**config.mk**
```make
export PLATFORM = sky130hd
export DESIGN_NAME = axis_rd_top
export DESIGN_NICKNAME = d
export VERILOG_FILES = /design/src/axis_rd_pkg.sv /design/src/axis_rd_burst_if.sv /design/src/axis_rd_ctrl.sv /design/src/axis_rd_burst_calc.sv /design/src/axis_rd_addr_gen.sv /design/src/axis_rd_ar_issue.sv /design/src/axis_rd_top.sv
export SDC_FILE = /design/constraint.sdc
export NUM_CORES = 1
export LEC_CHECK = 0
export BUFFER_PORTS_ARGS = -buffer_cell sky130_fd_sc_hd__buf_2
export CORE_UTILIZATION = 48
export DETAILED_ROUTE_END_ITERATION = 8
export GPL_ROUTABILITY_DRIVEN = 0
export HOLD_SLACK_MARGIN = 0.15
export PLACE_DENSITY = 0.77
export SETUP_SLACK_MARGIN = 0.15
export SLEW_MARGIN = 25
export SYNTH_ARGS = -nofsm -noshare
export SYNTH_HDL_FRONTEND = slang
export SYNTH_HIERARCHICAL = 1
export SYNTH_SLANG_ARGS = --single-unit
export TNS_END_PERCENT = 10
```
**constraint.sdc**
```tcl
create_clock -name clk_i -period 4.9 [get_ports clk_i]
set_clock_uncertainty 0.05 [all_clocks]
set_input_delay 0.49 -clock clk_i [delete_from_list [all_inputs] [get_ports clk_i]]
set_output_delay 0.49 -clock clk_i [all_outputs]
set_load 0.05 [all_outputs]
```
**src/axis_rd_pkg.sv**
```systemverilog
package axis_rd_pkg;

   // Bus widths
   localparam int AXI_ADDR_W = 32;
   localparam int AXI_DATA_W = 32;
   localparam int AXI_LEN_W  = 8;

   // Burst limits
   localparam int BURST_W    = 4;
   localparam int MAX_BURST  = 2 ** BURST_W;
   localparam int PAGE_BYTES = 4096;
   localparam int BEAT_BYTES = AXI_DATA_W / 8;

   typedef logic [AXI_ADDR_W-1:0] addr_t;
   typedef logic [31:0]           wlen_t;

   // Holds 0 to MAX_BURST inclusive
   typedef logic [BURST_W:0]      beats_t;

   typedef logic [AXI_DATA_W-1:0] data_t;
   typedef logic [AXI_LEN_W-1:0]  axlen_t;

   // Job and burst sequencing
   typedef enum logic [1:0] {
      IDLE = 2'd0,
      PLAN = 2'd1,
      ADDR = 2'd2,
      DATA = 2'd3
   } ctrl_state_t;

endpackage

```
**src/axis_rd_burst_if.sv**
```systemverilog
`timescale 1ns/10ps

interface axis_rd_burst_if;

   // Strobes from the FSM
   logic                  load;
   logic                  plan;
   logic                  advance;

   // Job progress
   axis_rd_pkg::addr_t    cur_addr;
   axis_rd_pkg::wlen_t    remaining;
   logic                  job_done;

   // Size of the next burst
   axis_rd_pkg::beats_t   burst_beats;

   modport ctrl (
      output load, plan, advance,
      input  job_done
   );

   modport gen (
      output cur_addr, remaining, job_done,
      input  load, plan, advance, burst_beats
   );

   modport calc (
      output burst_beats,
      input  cur_addr, remaining
   );

   modport issue (
      input plan, cur_addr, burst_beats
   );

endinterface

```
**src/axis_rd_ctrl.sv**
```systemverilog
`timescale 1ns/10ps

module axis_rd_ctrl (
   input  logic               clk_i,
   input  logic               rst_i,

   input  logic               cfg_valid_i,
   input  axis_rd_pkg::wlen_t cfg_len_i,
   output logic               cfg_ready_o,

   input  logic               m_arready_i,
   input  logic               m_rvalid_i,
   input  logic               m_rlast_i,
   output logic               m_rready_o,

   output logic               axis_valid_o,
   input  logic               axis_ready_i,

   axis_rd_burst_if.ctrl      bif_i
);

   axis_rd_pkg::ctrl_state_t state;
   axis_rd_pkg::ctrl_state_t state_nxt;

   logic cfg_accept;
   logic len_zero;
   logic in_data;
   logic r_accept;
   logic last_accept;

   assign len_zero   = (cfg_len_i == '0);
   assign cfg_accept = cfg_valid_i && cfg_ready_o;
   assign in_data    = (state == axis_rd_pkg::DATA);

   // R channel only opens while a burst is in flight
   assign axis_valid_o = in_data && m_rvalid_i;
   assign m_rready_o   = in_data && axis_ready_i;

   assign r_accept    = m_rvalid_i && m_rready_o;
   assign last_accept = r_accept && m_rlast_i;

   assign cfg_ready_o = (state == axis_rd_pkg::IDLE);

   // Strobes to the datapath
   assign bif_i.load    = cfg_accept;
   assign bif_i.plan    = (state == axis_rd_pkg::PLAN);
   assign bif_i.advance = last_accept;

   always_comb begin
      state_nxt = state;

      case (state)
         axis_rd_pkg::IDLE: begin
            // Zero-length jobs are taken and dropped here
            if (cfg_accept && !len_zero) begin
               state_nxt = axis_rd_pkg::PLAN;
            end
         end

         axis_rd_pkg::PLAN: begin
            state_nxt = axis_rd_pkg::ADDR;
         end

         axis_rd_pkg::ADDR: begin
            if (m_arready_i) begin
               state_nxt = axis_rd_pkg::DATA;
            end
         end

         axis_rd_pkg::DATA: begin
            if (last_accept) begin
               // remaining was already reduced when this burst was planned
               if (bif_i.job_done) begin
                  state_nxt = axis_rd_pkg::IDLE;
               end else begin
                  state_nxt = axis_rd_pkg::PLAN;
               end
            end
         end

         default: begin
            state_nxt = axis_rd_pkg::IDLE;
         end
      endcase
   end

   always_ff @(posedge clk_i) begin
      if (rst_i) begin
         state <= axis_rd_pkg::IDLE;
      end else begin
         state <= state_nxt;
      end
   end

endmodule

```
**src/axis_rd_burst_calc.sv**
```systemverilog
`timescale 1ns/10ps

module axis_rd_burst_calc (
   axis_rd_burst_if.calc bif_i
);

   localparam int PAGE_OFS_W = $clog2(axis_rd_pkg::PAGE_BYTES);
   localparam int BEAT_SH    = $clog2(axis_rd_pkg::BEAT_BYTES);

   // One extra bit so a full page fits
   logic [PAGE_OFS_W:0]         page_left_bytes;
   logic [PAGE_OFS_W-BEAT_SH:0] page_left_words;

   axis_rd_pkg::beats_t len_beats;
   axis_rd_pkg::beats_t page_beats;

   // Bytes up to the next 4 KB boundary
   assign page_left_bytes = (PAGE_OFS_W + 1)'(axis_rd_pkg::PAGE_BYTES)
                          - {1'b0, bif_i.cur_addr[PAGE_OFS_W-1:0]};
   assign page_left_words = page_left_bytes[PAGE_OFS_W:BEAT_SH];

   // Limit by job length first
   always_comb begin
      if (bif_i.remaining >= axis_rd_pkg::wlen_t'(axis_rd_pkg::MAX_BURST)) begin
         len_beats = axis_rd_pkg::beats_t'(axis_rd_pkg::MAX_BURST);
      end else begin
         len_beats = bif_i.remaining[axis_rd_pkg::BURST_W:0];
      end
   end

   // Then by the page boundary
   always_comb begin
      if (page_left_words < (PAGE_OFS_W - BEAT_SH + 1)'(len_beats)) begin
         page_beats = axis_rd_pkg::beats_t'(page_left_words);
      end else begin
         page_beats = len_beats;
      end
   end

   assign bif_i.burst_beats = page_beats;

endmodule

```
**src/axis_rd_addr_gen.sv**
```systemverilog
`timescale 1ns/10ps

module axis_rd_addr_gen (
   input  logic               clk_i,
   input  logic               rst_i,

   input  axis_rd_pkg::addr_t cfg_addr_i,
   input  axis_rd_pkg::wlen_t cfg_len_i,

   axis_rd_burst_if.gen       bif_i
);

   axis_rd_pkg::addr_t  cur_addr;
   axis_rd_pkg::wlen_t  remaining;
   axis_rd_pkg::beats_t planned;

   axis_rd_pkg::addr_t  burst_bytes;

   // Byte span of the burst in flight
   assign burst_bytes = axis_rd_pkg::addr_t'(planned)
                      * axis_rd_pkg::addr_t'(axis_rd_pkg::BEAT_BYTES);

   always_ff @(posedge clk_i) begin
      if (rst_i) begin
         remaining <= '0;
      end else if (bif_i.load) begin
         remaining <= cfg_len_i;
      end else if (bif_i.plan) begin
         remaining <= remaining - axis_rd_pkg::wlen_t'(bif_i.burst_beats);
      end
   end

   always_ff @(posedge clk_i) begin
      if (bif_i.load) begin
         cur_addr <= cfg_addr_i;
      end else if (bif_i.advance) begin
         cur_addr <= cur_addr + burst_bytes;
      end
   end

   // Kept until rlast so the address can step past the burst
   always_ff @(posedge clk_i) begin
      if (bif_i.plan) begin
         planned <= bif_i.burst_beats;
      end
   end

   assign bif_i.cur_addr  = cur_addr;
   assign bif_i.remaining = remaining;
   assign bif_i.job_done  = (remaining == '0);

endmodule

```
**src/axis_rd_ar_issue.sv**
```systemverilog
`timescale 1ns/10ps

module axis_rd_ar_issue (
   input  logic                clk_i,
   input  logic                rst_i,

   output axis_rd_pkg::addr_t  m_araddr_o,
   output axis_rd_pkg::axlen_t m_arlen_o,
   output logic                m_arvalid_o,
   input  logic                m_arready_i,

   axis_rd_burst_if.issue      bif_i
);

   axis_rd_pkg::addr_t  araddr;
   axis_rd_pkg::axlen_t arlen;
   logic                arvalid;

   // Request fields change only on plan
   always_ff @(posedge clk_i) begin
      if (bif_i.plan) begin
         araddr <= bif_i.cur_addr;
         arlen  <= axis_rd_pkg::axlen_t'(bif_i.burst_beats - axis_rd_pkg::beats_t'(1));
      end
   end

   always_ff @(posedge clk_i) begin
      if (rst_i) begin
         arvalid <= 1'b0;
      end else if (bif_i.plan) begin
         arvalid <= 1'b1;
      end else if (m_arready_i) begin
         // Drops on the accepting edge
         arvalid <= 1'b0;
      end
   end

   assign m_araddr_o  = araddr;
   assign m_arlen_o   = arlen;
   assign m_arvalid_o = arvalid;

endmodule

```
**src/axis_rd_top.sv**
```systemverilog
`timescale 1ns/10ps

module axis_rd_top (
   input  logic                clk_i,
   input  logic                rst_i,

   // Job configuration
   input  axis_rd_pkg::addr_t  cfg_addr_i,
   input  axis_rd_pkg::wlen_t  cfg_len_i,
   input  logic                cfg_valid_i,
   output logic                cfg_ready_o,

   // AXI read address
   output axis_rd_pkg::addr_t  m_araddr_o,
   output axis_rd_pkg::axlen_t m_arlen_o,
   output logic                m_arvalid_o,
   input  logic                m_arready_i,

   // AXI read data
   input  axis_rd_pkg::data_t  m_rdata_i,
   input  logic                m_rvalid_i,
   input  logic                m_rlast_i,
   output logic                m_rready_o,

   // Output stream
   output axis_rd_pkg::data_t  axis_data_o,
   output logic                axis_valid_o,
   input  logic                axis_ready_i
);

   axis_rd_burst_if i_burst_if ();

   axis_rd_ctrl i_ctrl (
      .clk_i        (clk_i),
      .rst_i        (rst_i),
      .cfg_valid_i  (cfg_valid_i),
      .cfg_len_i    (cfg_len_i),
      .cfg_ready_o  (cfg_ready_o),
      .m_arready_i  (m_arready_i),
      .m_rvalid_i   (m_rvalid_i),
      .m_rlast_i    (m_rlast_i),
      .m_rready_o   (m_rready_o),
      .axis_valid_o (axis_valid_o),
      .axis_ready_i (axis_ready_i),
      .bif_i        (i_burst_if.ctrl)
   );

   axis_rd_burst_calc i_burst_calc (
      .bif_i (i_burst_if.calc)
   );

   axis_rd_addr_gen i_addr_gen (
      .clk_i      (clk_i),
      .rst_i      (rst_i),
      .cfg_addr_i (cfg_addr_i),
      .cfg_len_i  (cfg_len_i),
      .bif_i      (i_burst_if.gen)
   );

   axis_rd_ar_issue i_ar_issue (
      .clk_i       (clk_i),
      .rst_i       (rst_i),
      .m_araddr_o  (m_araddr_o),
      .m_arlen_o   (m_arlen_o),
      .m_arvalid_o (m_arvalid_o),
      .m_arready_i (m_arready_i),
      .bif_i       (i_burst_if.issue)
   );

   // Read data goes straight to the stream
   assign axis_data_o = m_rdata_i;

endmodule

```
Yosys cells after proc, flatten, opt, wreduce, memory -nomap -nowiden

Cells that the tools add are included.

Register bits after elaboration: 112

Add/sub/neg operators: 4
Order comparisons: 2
Equality and inequality tests: 6
Multiplexer cells: 13
Reductions and logical operators: 14

Operator list:

| operator                                                                             | number |
|---|---|
| 32-bit two-way mux                                                                   | 4 |
| 32-bit logical NOT                                                                   | 2 |
| 32-bit by 7-bit adder with 32-bit output                                             | 1 |
| 32-bit by 5-bit greater-or-equal comparator with 1-bit output, second input constant | 1 |
| 32-bit by 5-bit subtractor with 32-bit output                                        | 1 |
| 13-bit by 12-bit subtractor with 13-bit output, first input constant                 | 1 |
| 11-bit by 5-bit less-than comparator with 1-bit output                               | 1 |
| 5-bit two-way mux                                                                    | 2 |
| 2-bit one-hot mux with 4 select lines                                                | 1 |
| 1-bit logical AND                                                                    | 6 |
| 2-bit two-way mux                                                                    | 3 |
| 2-bit nonzero test                                                                   | 3 |
| 5-bit by 1-bit subtractor with 6-bit output, second input constant                   | 1 |
| 2-bit equality test, second input constant                                           | 2 |
| 2-bit inequality test, second input constant                                         | 2 |
| 1-bit two-way mux                                                                    | 3 |
| 3-bit AND reduction                                                                  | 1 |
| 2-bit by 1-bit equality test with 1-bit output, second input constant                | 1 |
| 2-bit logical NOT                                                                    | 1 |
| 2-bit by 1-bit inequality test with 1-bit output, second input constant              | 1 |
| 1-bit logical NOT                                                                    | 1 |

Longest topological paths before layout

Word-level depth: 7
Depth in mapped cells: 18
Mapped depth without buffers: 17

Modules after synthesis

The synthesis kept the hierarchy.

Modules (own cells, without submodules):

| module             | instances | cells an instance | area an instance (um2) | seq. area each (um2) |
|---|---|---|---|---|
| axis_rd_addr_gen   | 1         | 458               | 4261.6                 | 1751.7 |
| axis_rd_ar_issue   | 1         | 55                | 1268.7                 | 1161.1 |
| axis_rd_burst_calc | 1         | 52                | 372.9                  | 0.0 |
| axis_rd_ctrl       | 1         | 42                | 324.1                  | 40.0 |
| axis_rd_top        | 1         | 32                | 240.2                  | 0.0 |

Worst setup path before layout

No wires, ideal clock.

Path kind: reg2reg
Start point: reg i_addr_gen.cur_addr[3], in the netlist i_addr_gen/bif_i.cur_addr[3]
End point: reg i_addr_gen.remaining[28], in the netlist i_addr_gen/bif_i.remaining[28]
Data arrival time: 5024 ps
Data required time: 4722 ps
Path slack: -303 ps
Cell stages (with the launch flop): 19
Buffers on the path: 3
Path through: edfxtp_1 or4_4 or3_1 buf_6 xnor2_1 inv_1 ha_1 a2111oi_1 o221ai_4 o22ai_1 inv_1 ha_1 or3b_2 buf_6 or3_4 buf_6 nor4_2 xnor2_1 o31ai_2

Word-level cells in the longest chain between the ends: 6

RTL lines:

| element                                                | RTL line                 | source |
|---|---|---|
| start, declared                                        | axis_rd_addr_gen.sv:13   | `axis_rd_pkg::addr_t cur_addr;` |
| start signal, assigned                                 | axis_rd_addr_gen.sv:35   | `cur_addr <= cfg_addr_i;` |
| start signal, assigned                                 | axis_rd_addr_gen.sv:37   | `cur_addr <= cur_addr + burst_bytes;` |
| 13-bit by 12-bit subtractor with 13-bit output *       | axis_rd_burst_calc.sv:19 | `- {1'b0, bif_i.cur_addr[PAGE_OFS_W-1:0]};` |
| 11-bit by 5-bit less-than comparator with 1-bit output | axis_rd_burst_calc.sv:33 | `if (page_left_words < (PAGE_OFS_W - BEAT_SH + 1)'(len_beats)) begin` |
| 5-bit two-way mux *                                    | axis_rd_burst_calc.sv:33 |  |
| net i_burst_if.burst_beats[4]                          | axis_rd_burst_if.sv:16   | `axis_rd_pkg::beats_t burst_beats;` |
| 32-bit by 5-bit subtractor with 32-bit output *        | axis_rd_addr_gen.sv:29   | `remaining <= remaining - axis_rd_pkg::wlen_t'(bif_i.burst_beats);` |
| 32-bit two-way mux *                                   | axis_rd_addr_gen.sv:28   | `end else if (bif_i.plan) begin` |
| 32-bit two-way mux *                                   | axis_rd_addr_gen.sv:26   | `end else if (bif_i.load) begin` |
| end signal, assigned                                   | axis_rd_addr_gen.sv:27   | `remaining <= cfg_len_i;` |
| end signal, assigned                                   | axis_rd_addr_gen.sv:29   |  |
| end, declared                                          | axis_rd_addr_gen.sv:14   | `axis_rd_pkg::wlen_t remaining;` |

The timed path passes the listed nets; every way through them passes the cells marked *. The select of a mux whose other input is x is not followed.
A chain may end at the register's enable or synchronous reset.

Worst setup path in the final report

Start point: reg i_addr_gen.cur_addr[2], in the netlist i_addr_gen/bif_i.cur_addr[2]
End point: reg i_addr_gen.remaining[11], in the netlist i_addr_gen/bif_i.remaining[11]

Same word-level chain as after synthesis.

==> results_dict.tcl <==
set metrics [dict create \
    synthCells 639 \
    p_leak_nw 2.72 \
    hold_ws_ns 0.348 \
    layout_worst_path_cycle_share_pct 96.1 \
    crit_required_ns 5.12 \
    rsz0062_at_grt "yes" \
    global_route.usage.total_pct 22.9 \
    setup_viol_count_final 0 \
    initial_util_pct 49.0 \
    yosys_register_bits 110 \
    residual_drc 0 \
    max_slew_margin_pct 42.2 \
    r2r_start "i_addr_gen/bif_i.cur_addr[2]$_DFFE_PN_" \
    finalNetCount 850 \
    syn-mean-instance-area_um2 10.1 \
    cts_sink_cnt 110 \
    crit_chain "or4_4 -> or3_4 -> xnor2_4 -> inv_2 -> ha_4 -> a2111oi_4 -> o221ai_4 -> buf_6 -> o22ai_4 -> inv_2 -> ha_4 -> or3b_4 -> or3_4 -> nor3_4 -> buf_4 -> xnor2_1 -> a211oi_1" \
    worst_slack_ns 0.191 \
    finalSetupTns_ns 0 \
    pwr_density_cell_mw_per_mm2 643 \
    worstHoldPathType "in2reg" \
    final.min_clock_period_ns 4.71 \
    dpl_cell_area_mm2 0.00706 \
    clkLatencyLatePin_ns 0.36 \
    clk_root_buffer_cell "sky130_fd_sc_hd__clkbuf_16" \
    max_ir_drop_vdd_uv 238 \
    worst_setup_hold_path_clk_slew_ns 0.08 \
    number_of_global_route_vias_before_repair 5070 \
    worst_setup_path_end_kind "flop" \
    syn-num-nets 764 \
    cts_made_buffers 9 \
    die_x_um 118 \
    worst_setup_path_startpoint "i_addr_gen/bif_i.cur_addr[2]$_DFFE_PN_" \
    ys_warn_count 6 \
    path_depth 17 \
    mappedNetlistArea_mm2 0.00647 \
    hold_buffers 0 \
    grt-ovfl-total 0 \
    wl_per_cell_um 17.8 \
    via_per_inst 5.89 \
    design.die.area_mm2 0.0139 \
    hold_path.startpoint "cfg_len_i[0]" \
    grt_max_degree 57 \
    critPathKind "reg2reg" \
    fmaxAchievable_mhz 212 \
    worstSetupStartpointType "flop" \
    drive_gt1_share_pct 28.8 \
    postSynth.asyncResetShare_pct 0 \
    worst_ep_arrival_ns 4.93 \
    cpLargestDelayFamily "simple AND/OR/NAND/NOR gates" \
    io_buffers 114 \
    maxCapViolations 0 \
    diodes 0 \
    boundaryPins 179 \
    finalHoldViolCount 0 \
    detail_route.iter0.violations 474 \
    tightest_slew_ns 0.859 \
    grt_pass1_wl_um 25100 \
    critical_path.slowest_cell "sky130_fd_sc_hd__or4_4" \
    htreeDepth 3 \
    tritoncts "built" \
    hpwl_um 11300 \
    reg2reg_depth 17 \
    yosys.cell_types.count 70 \
    chipHeight_um 118 \
    synth_flop_cell "sky130_fd_sc_hd__edfxtp_1" \
    max-clock-path-buffers 2 \
    max_fo_critical_path 7 \
    timing.final.max_slew_violations 0 \
    status "finished, final reports clean" \
    synth.top_cells.by_area "sky130_fd_sc_hd__edfxtp_1, sky130_fd_sc_hd__dfxtp_1, sky130_fd_sc_hd__xnor2_1" \
    area_growth_pct 17.1 \
    number_of_antenna_violations_at_the_first_check_in_global_routing 0 \
    num_rows 42 \
    synth-seq-area-share_pct 45.7 \
    drt_pass1_iterations 5 \
    timing.critical_path.slowest_cell_delay_ns 0.56 \
    number_of_synthesized_flops_with_an_enable_pin 75 \
    core_area_mm2 0.0132 \
    finalInstanceArea_mm2 0.00757 \
    netlist.area_leader.share_pct 34.8 \
    dpl_worst_slack_ns -0.0993 \
    synth_largest_area_cell "sky130_fd_sc_hd__edfxtp_1" \
    whs_path_depth 3 \
    final_antenna_net_count 0 \
    critical_path.n_buffers_inverters 4 \
    detail_route.wirelength_um 16100 \
    dr_total_vias 5333 \
]
## through the flow
step,std cells,util (%),power [W]
finish,906,57.4,0.00487
floorplan,639,-,0.00350
global route,906,57.4,0.00514
global placement,881,53.5,0.00388
detailed placement,881,53.5,0.00397
CTS,898,55.9,0.00474
## cells in the final DEF, fill, tap and decap left out, types with 3 or more instances in the layout
master / count
sky130_fd_sc_hd__or4_1: 3
sky130_fd_sc_hd__nor4_1: 26
sky130_fd_sc_hd__xor2_1: 9
sky130_fd_sc_hd__or3_1: 5
sky130_fd_sc_hd__nor3b_1: 5
sky130_fd_sc_hd__nor4_4: 4
sky130_fd_sc_hd__and4_1: 6
sky130_fd_sc_hd__nand4_1: 14
sky130_fd_sc_hd__edfxtp_1: 75
sky130_fd_sc_hd__clkbuf_16: 9
sky130_fd_sc_hd__inv_1: 25
sky130_fd_sc_hd__and2_1: 5
sky130_fd_sc_hd__nand3_1: 11
sky130_fd_sc_hd__nor3_1: 12
sky130_fd_sc_hd__a2111oi_0: 3
sky130_fd_sc_hd__or4_4: 3
sky130_fd_sc_hd__o21ai_0: 29
sky130_fd_sc_hd__nor2b_1: 5
sky130_fd_sc_hd__a211oi_1: 26
sky130_fd_sc_hd__o21a_1: 5
sky130_fd_sc_hd__mux2_2: 4
sky130_fd_sc_hd__nand2_1: 46
sky130_fd_sc_hd__nor2_1: 41
sky130_fd_sc_hd__inv_6: 3
sky130_fd_sc_hd__ha_1: 17
sky130_fd_sc_hd__nor3_2: 5
sky130_fd_sc_hd__nand2b_1: 8
sky130_fd_sc_hd__or2_2: 4
sky130_fd_sc_hd__buf_2: 114
sky130_fd_sc_hd__xnor2_1: 43
sky130_fd_sc_hd__and3_1: 8
sky130_fd_sc_hd__dfxtp_1: 35
sky130_fd_sc_hd__buf_4: 22
sky130_fd_sc_hd__buf_6: 3
sky130_fd_sc_hd__o211ai_1: 4
sky130_fd_sc_hd__nor4b_1: 4
sky130_fd_sc_hd__a21oi_1: 17
## cells in the mapped netlist, types with 4 or more instances
| cell | n |
|---|---|
| sky130_fd_sc_hd__a211oi_1 | 28 |
| sky130_fd_sc_hd__a21oi_1 | 19 |
| sky130_fd_sc_hd__a22oi_1 | 4 |
| sky130_fd_sc_hd__and2_1 | 6 |
| sky130_fd_sc_hd__and3_1 | 8 |
| sky130_fd_sc_hd__and4_1 | 6 |
| sky130_fd_sc_hd__buf_4 | 34 |
| sky130_fd_sc_hd__clkbuf_1 | 25 |
| sky130_fd_sc_hd__dfxtp_1 | 35 |
| sky130_fd_sc_hd__edfxtp_1 | 75 |
| sky130_fd_sc_hd__ha_1 | 20 |
| sky130_fd_sc_hd__inv_1 | 27 |
| sky130_fd_sc_hd__mux2_2 | 4 |
| sky130_fd_sc_hd__nand2_1 | 46 |
| sky130_fd_sc_hd__nand2b_1 | 8 |
| sky130_fd_sc_hd__nand3_1 | 11 |
| sky130_fd_sc_hd__nand4_1 | 14 |
| sky130_fd_sc_hd__nor2_1 | 41 |
| sky130_fd_sc_hd__nor2b_1 | 7 |
| sky130_fd_sc_hd__nor3_1 | 17 |
| sky130_fd_sc_hd__nor3b_1 | 6 |
| sky130_fd_sc_hd__nor4_1 | 27 |
| sky130_fd_sc_hd__nor4_2 | 4 |
| sky130_fd_sc_hd__nor4b_1 | 4 |
| sky130_fd_sc_hd__o211ai_1 | 4 |
| sky130_fd_sc_hd__o21a_1 | 5 |
| sky130_fd_sc_hd__o21ai_0 | 29 |
| sky130_fd_sc_hd__or2_2 | 4 |
| sky130_fd_sc_hd__or3_1 | 6 |
| sky130_fd_sc_hd__xnor2_1 | 44 |
| sky130_fd_sc_hd__xor2_1 | 9 |
## path summary, 6_finish.rpt
kind | slack [ns] | end
setup / recovery | 0.19 | i_addr_gen/bif_i.remaining[11]$_SDFFE_PP0P_
hold / removal | 0.35 | i_addr_gen/bif_i.remaining[0]$_SDFFE_PP0P_
setup reg to reg | 0.19 | i_addr_gen/bif_i.remaining[11]$_SDFFE_PP0P_
hold reg to reg | 0.43 | i_ar_issue/m_arvalid_o$_SDFFE_PP0P_
## flip-flops by register name (all words and copies together) (netlist names)
| name | flops |
|---|---|
| i_addr_gen/planned | 5 |
| i_addr_gen/bif_i.remaining | 32 |
| i_ar_issue/m_arvalid_o | 1 |
| i_ar_issue/m_arlen_o | 6 |
| i_ctrl/state | 2 |
| i_addr_gen/bif_i.cur_addr | 32 |
| i_ar_issue/m_araddr_o | 32 |
## metal layers
| metal | GRT usage, % | wire [um] | vias to the layer above |
|---|---|---|---|
| li1 | - | - | 2518 |
| met1 | 28.2 | 6640 | 2490 |
| met2 | 36.9 | 7630 | 263 |
| met3 | 4.75 | 1160 | 62 |
| met4 | 13.6 | 675 | 0 |
| met5 | 0 | 0 | - |
## what timing repair did
action,4_1_cts,5_1_grt
buffers inserted,1,7
gates cloned,0,1
gates resized for setup,2,30
pin swaps,1,18
setup endpoints to repair,23,28
## tightest hold or removal path, delay by kind of cell
family / cells / cell delay [ns]
compound gates: 1 / 0.06
simple gates: 1 / 0.07
buf+inv: 1 / 0.09
## layout make-up
type | instances | area, um^2
fill | 1126 | 5620
multi-input combinational | 438 | 3230
sequential | 110 | 2950
timing repair buffer | 139 | 769
clock buffer | 10 | 229
tap | 176 | 220
inverter | 27 | 101
clock inverter | 6 | 72.6
## logic make-up (layout without fill, tap and decap cells)
group | after synthesis | count (layout) | synth area share (%)
xor gates and xnor gates | 53 | 53 | 7.18
muxes | 5 | 5 | 0.851
and+or+nand+nor | 236 | 236 | 21.1
adders and majority gates | 22 | 22 | 4.49
buffers and inverters | 91 | 182 | 7.60
DFF | 110 | 110 | 45.7
AOI/OAI and AO/OA | 122 | 122 | 13.1
## power by group
group          internal (W)  switching, W
clock network      0.000405      0.000349
registers           0.00146      0.000335
logic              0.000825       0.00149
Note: power is estimated with default switching activity, not from simulation.
